**src/mem_config.svh**
```systemverilog
`ifndef MEM_CONFIG_SVH
`define MEM_CONFIG_SVH

// width of the port word address
// 4096 words addressable by default
`define MEM_ADDR_WIDTH 12

// data word width, a multiple of 8
`define MEM_DATA_WIDTH 32

// number of banks, power of two and at least 2
`define MEM_NUM_BANKS 4

// words per bank, power of two
`define MEM_BANK_WORDS 512

// implemented words
// addresses at or above this are out of range
`define MEM_RANGE_WORDS (`MEM_NUM_BANKS * `MEM_BANK_WORDS)

`endif

```
**src/mem_geom_pkg.sv**
```systemverilog
package mem_geom_pkg;

  `include "mem_config.svh"

  // geometry constants derived from the config macros
  localparam int unsigned ADDR_W      = `MEM_ADDR_WIDTH;
  localparam int unsigned DATA_W      = `MEM_DATA_WIDTH;
  localparam int unsigned NUM_BANKS   = `MEM_NUM_BANKS;
  localparam int unsigned BANK_WORDS  = `MEM_BANK_WORDS;
  localparam int unsigned RANGE_WORDS = `MEM_RANGE_WORDS;

  localparam int unsigned BANK_IDX_W  = $clog2(NUM_BANKS);
  localparam int unsigned BANK_ADDR_W = $clog2(BANK_WORDS);

  // one data word
  typedef logic [DATA_W-1:0] word_t;

  // word address at the port
  typedef logic [ADDR_W-1:0] addr_t;

  // bank select, taken from the bits above the in-bank address
  typedef logic [BANK_IDX_W-1:0] bank_idx_t;

  // word address inside one bank
  typedef logic [BANK_ADDR_W-1:0] bank_addr_t;

endpackage

```
**src/mem_range_guard.sv**
```systemverilog
`timescale 1ns/10ps

module mem_range_guard
  import mem_geom_pkg::*;
(
  input  logic  clk_i,
  input  logic  rstn_i,
  input  logic  en_i,
  input  logic  we_i,
  input  addr_t addr_i,
  input  word_t mem_rdata_i,
  output logic  en_o,
  output word_t rdata_o,
  output logic  err_o
);

  logic in_range;
  logic err_q;
  logic zero_q;

  // implemented words start at zero, so one compare is enough
  assign in_range = (addr_i < RANGE_WORDS);

  // out-of-range accesses never reach a bank
  assign en_o = en_i && in_range;

  always_ff @(posedge clk_i or negedge rstn_i)
  begin
    if (!rstn_i)
    begin
      err_q  <= 1'b0;
      zero_q <= 1'b0;
    end
    else
    begin
      // one-cycle pulse per blocked access
      err_q <= en_i && !in_range;
      // follows the read whose data is on rdata_o
      if (en_i && !we_i)
        zero_q <= !in_range;
    end
  end

  assign err_o   = err_q;
  assign rdata_o = zero_q ? '0 : mem_rdata_i;

endmodule

```
**config.mk**
```make
export PLATFORM = sky130hd
export DESIGN_NAME = mem_range_guard
export DESIGN_NICKNAME = d
export VERILOG_FILES = /design/src/mem_geom_pkg.sv /design/src/mem_range_guard.sv
export VERILOG_INCLUDE_DIRS = /design/src
export SDC_FILE = /design/constraint.sdc
export NUM_CORES = 1
export LEC_CHECK = 0
export ABC_AREA = 1
export BUFFER_PORTS_ARGS = -buffer_cell sky130_fd_sc_hd__buf_2
export CAP_MARGIN = 20
export CORE_MARGIN = 2
export CORE_UTILIZATION = 23
export DETAILED_ROUTE_END_ITERATION = 8
export GPL_TIMING_DRIVEN = 1
export PLACE_DENSITY = 0.77
export SLEW_MARGIN = 20
export SYNTH_ARGS = -nofsm -noshare
export SYNTH_HDL_FRONTEND = slang
export SYNTH_SLANG_ARGS = --single-unit
export TNS_END_PERCENT = 20
```
**constraint.sdc**
```tcl
create_clock -name clk_i -period 0.94 [get_ports clk_i]
set_input_delay 0.188 -clock clk_i [delete_from_list [all_inputs] [get_ports clk_i]]
set_output_delay 0.188 -clock clk_i [all_outputs]
set_load 0.05 [all_outputs]
```
==> impl_metrics.py <==
metrics = {
    "status": {
        "run_status": "finished, violations left",
        "failing_checks": "setup timing",
    },
    "clock_network": {
        "clk_latency_ns": 0.22,
        "clk_transition_reported_paths_ns": 0.03,
        "cts_num_sinks": 2,
        "ctsHtreeMaxLevel": 1,
        "cts_inserted_buffers": 3,
        "cts_max_path_buffers": 2,
        "tritoncts": "built",
        "ctsRootBufferMaster": "sky130_fd_sc_hd__clkbuf_4",
    },
    "drt": {
        "vias": 678,
        "highest_metal_layer_used_by_the_detailed_router": "met4",
        "routed-wl-met2_mm": 1.13,
        "wl_met3_um": 91,
        "drc": 0,
        "ant_nets": 0,
        "routedLengthMet1_um": 415,
        "drt-initial-drc-count": 3,
        "avgRoutedWirePerCell_um": 9.76,
        "vias_per_cell": 4.01,
        "drtPass1Iterations": 4,
        "detail_route.wirelength_mm": 1.65,
    },
    "timing": {
        "period_share_pct": 146,
        "timing_worst_slew_pin_value_ns": 0.246,
        "slew_headroom_pct": 83.7,
        "rsz0062_at_grt": "true",
        "setup_viol_count_final": 32,
        "finClkSkew_ns": 0,
        "max_clock_freq_mhz": 728,
        "finalHoldViolCount": 0,
        "slew_limit_fails": 0,
        "layout_setup_ws_ns": -0.433,
        "setup-tns-final_ns": -13.03,
        "final_period_minus_worst_setup_slack_ns": 1.37,
    },
    "setup_path": {
        "cells_on_worst_reg2reg_path": 3,
        "path_class": "flop to output pin",
        "crit_chain": "buf_12, nor2_4, buf_6",
        "critPathMaxFanout": 14,
        "max_stage_delay_ns": 0.50,
        "r2r_start": "zero_q$_DFFE_PN0P_",
        "crit_buf_inv": 2,
        "data_required_time_of_the_critical_path_ns": 0.75,
        "critical_path.endpoint_type": "output pin",
        "worstPathArrival_ns": 1.19,
        "critical_path.top_delay_family": "flip-flops",
        "worst_setup_path_start_kind": "flop",
        "r2r_slack_ns": 0.02,
        "regToRegEndpoint": "zero_q$_DFFE_PN0P_",
        "slowest_cell_on_the_critical_path": "sky130_fd_sc_hd__dfrtp_4",
    },
    "global_route": {
        "first_global_vias": 679,
        "global_route_wire_length_before_repair_mm": 2.57,
        "grt_antenna_before_repair": 0,
        "grt_start_max_net_pins": 16,
        "gr-usage-all-layers_pct": 17.9,
        "globalRoute.totalOverflow": 0,
    },
    "synth": {
        "synth_largest_type_area_fraction_pct": 35.0,
        "synth_fp_nets": 127,
        "most_area_consuming_cells_after_synthesis": "sky130_fd_sc_hd__inv_1 (35%), sky130_fd_sc_hd__nor2_1 (31%), sky130_fd_sc_hd__dfrtp_1 (13%)",
        "netlist.top_cell.by_area": "sky130_fd_sc_hd__inv_1",
        "syn-instance-count": 79,
        "synth-seq-cells": 2,
        "syn-mean-instance-area_um2": 4.75,
        "netlist-cell-type-count": 7,
        "synth_sequential_area_ratio_pct": 13.3,
        "yosys_warnings": 0,
        "area_of_the_mapped_netlist_um2": 375,
    },
    "die": {
        "die_h_um": 44.4,
        "floorplan.die_area_um2": 1970,
        "core_um2": 1520,
        "die_w_um": 44.4,
        "initial_utilization_pct": 24.6,
        "num_rows": 14,
        "design.portCount": 82,
    },
    "pwr": {
        "peakVddDrop_mv": 1.10,
        "pwr_density_nw_per_um2": 1300,
        "power.static_leakage_nw": 0.715,
    },
    "layout": {
        "area_growth_syn_to_layout_pct": 233,
        "n_fill_cell": 95,
        "num_antenna_cells": 0,
        "nNetsFinal": 202,
        "final_layout_size_suffix_gt1_share_pct": 71.2,
    },
    "hold_path": {
        "timing.hold.worst.start": "addr_i[11]",
        "hold_path.class": "input pin to flop",
        "worstHoldEndpoint": "err_o$_DFF_PN0_",
        "worstHoldPathCells": 3,
    },
    "placed_design": {
        "placement.setup.worst_slack_ns": -0.276,
        "io_port_bufs": 70,
        "dp.final_hpwl_mm": 1.21,
        "finalWeightedCongestion": 0.663,
    },
    "job": {
        "cap_violations": 0,
    },
}
-- timing repair --
item / CTS / global route
setup endpoints to repair: 33 / 33
resized for setup: 66 / 5
hold endpoints to repair: 2 / 0
hold buffers: 1 / 0
setup buffers: 0 / 0
-- tightest hold or removal path, delay by kind of cell --
family	cells	cell delay [ns]
buffers and inverters	2	0.14
and+or+nand+nor	1	0.05
-- per-layer routing --
metal | GRT usage (%) | vias up
li1 | - | 346
met1 | 15.3 | 302
met2 | 41.2 | 28
met3 | 2.04 | 2
met4 | 3.64 | 0
met5 | 0 | -
-- sequential cells by signal, summed over array words and instances (netlist names) --
register  count
err_o         1
zero_q        1
-- report_power, final --
group | switching (W) | internal (W) | leakage (nW)
registers | 0.0000109 | 0.0000980 | 0.0240
logic | 0.000826 | 0.000482 | 0.676
clock network | 0.0000488 | 0.000158 | 0.0150
-- cells in the mapped netlist --
master / instances
sky130_fd_sc_hd__nor2_1: 31
sky130_fd_sc_hd__nor2_2: 2
sky130_fd_sc_hd__nand3_1: 1
sky130_fd_sc_hd__nand2_1: 4
sky130_fd_sc_hd__dfrtp_1: 2
sky130_fd_sc_hd__buf_6: 4
sky130_fd_sc_hd__inv_1: 35
-- layout make-up --
class | instances | area [µm²] | area share (%)
inverters | 35 | 131 | 10.5
flip-flops and latches | 2 | 53.8 | 4.31
repair buffers | 74 | 633 | 50.7
well taps | 16 | 20.0 | 1.60
clock buffers | 4 | 26.3 | 2.10
multi-input cells | 38 | 384 | 30.8
-- per-stage QoR --
| step | util [%] | total power (W) | hold WS [ns] | cells | instance area [µm²] |
|---|---|---|---|---|---|
| global placement | 64.8 | 0.00119 | -0.0252 | 164 | 987 |
| CTS | 80.7 | 0.00162 | 0.179 | 169 | 1230 |
| floorplan | - | 0.00102 | -0.108 | 79 | 637 |
| detailed placement | 64.8 | 0.00120 | -0.0214 | 164 | 987 |
| finish | 81.9 | 0.00162 | 0.190 | 169 | 1250 |
| global route | 81.9 | 0.00169 | 0.212 | 169 | 1250 |
-- layout by cell type, fill, tap and decap left out --
| cell type | count |
|---|---|
| sky130_fd_sc_hd__dfrtp_4 | 1 |
| sky130_fd_sc_hd__nor2_1 | 1 |
| sky130_fd_sc_hd__nor2_4 | 32 |
| sky130_fd_sc_hd__buf_8 | 5 |
| sky130_fd_sc_hd__nand2_1 | 4 |
| sky130_fd_sc_hd__inv_1 | 35 |
| sky130_fd_sc_hd__clkbuf_1 | 1 |
| sky130_fd_sc_hd__dlygate4sd3_1 | 1 |
| sky130_fd_sc_hd__buf_2 | 37 |
| sky130_fd_sc_hd__buf_12 | 2 |
| sky130_fd_sc_hd__dfrtp_1 | 1 |
| sky130_fd_sc_hd__buf_4 | 1 |
| sky130_fd_sc_hd__buf_6 | 28 |
| sky130_fd_sc_hd__clkbuf_4 | 3 |
| sky130_fd_sc_hd__nand3_1 | 1 |
-- cells by family (layout without fill, tap and decap cells) --
group	Yosys count	count (layout)	synth area share, %
simple gates	38	38	39.7
flops	2	2	13.3
buf+inv	39	113	47.0
-- worst max path at each step --
stage	startpoint	slack [ns]	end	depth (start not counted)
global route	zero_q$_DFFE_PN0P_	-0.46	rdata_o[22]	3
detailed placement	zero_q$_DFFE_PN0P_	-0.28	rdata_o[22]	3
floorplan	zero_q$_DFFE_PN0P_	-0.17	rdata_o[0]	3
finish	zero_q$_DFFE_PN0P_	-0.43	rdata_o[22]	3
CTS	zero_q$_DFFE_PN0P_	-0.44	rdata_o[28]	3
global placement	zero_q$_DFFE_PN0P_	-0.27	rdata_o[22]	3
(Power assumes the default switching activity.)
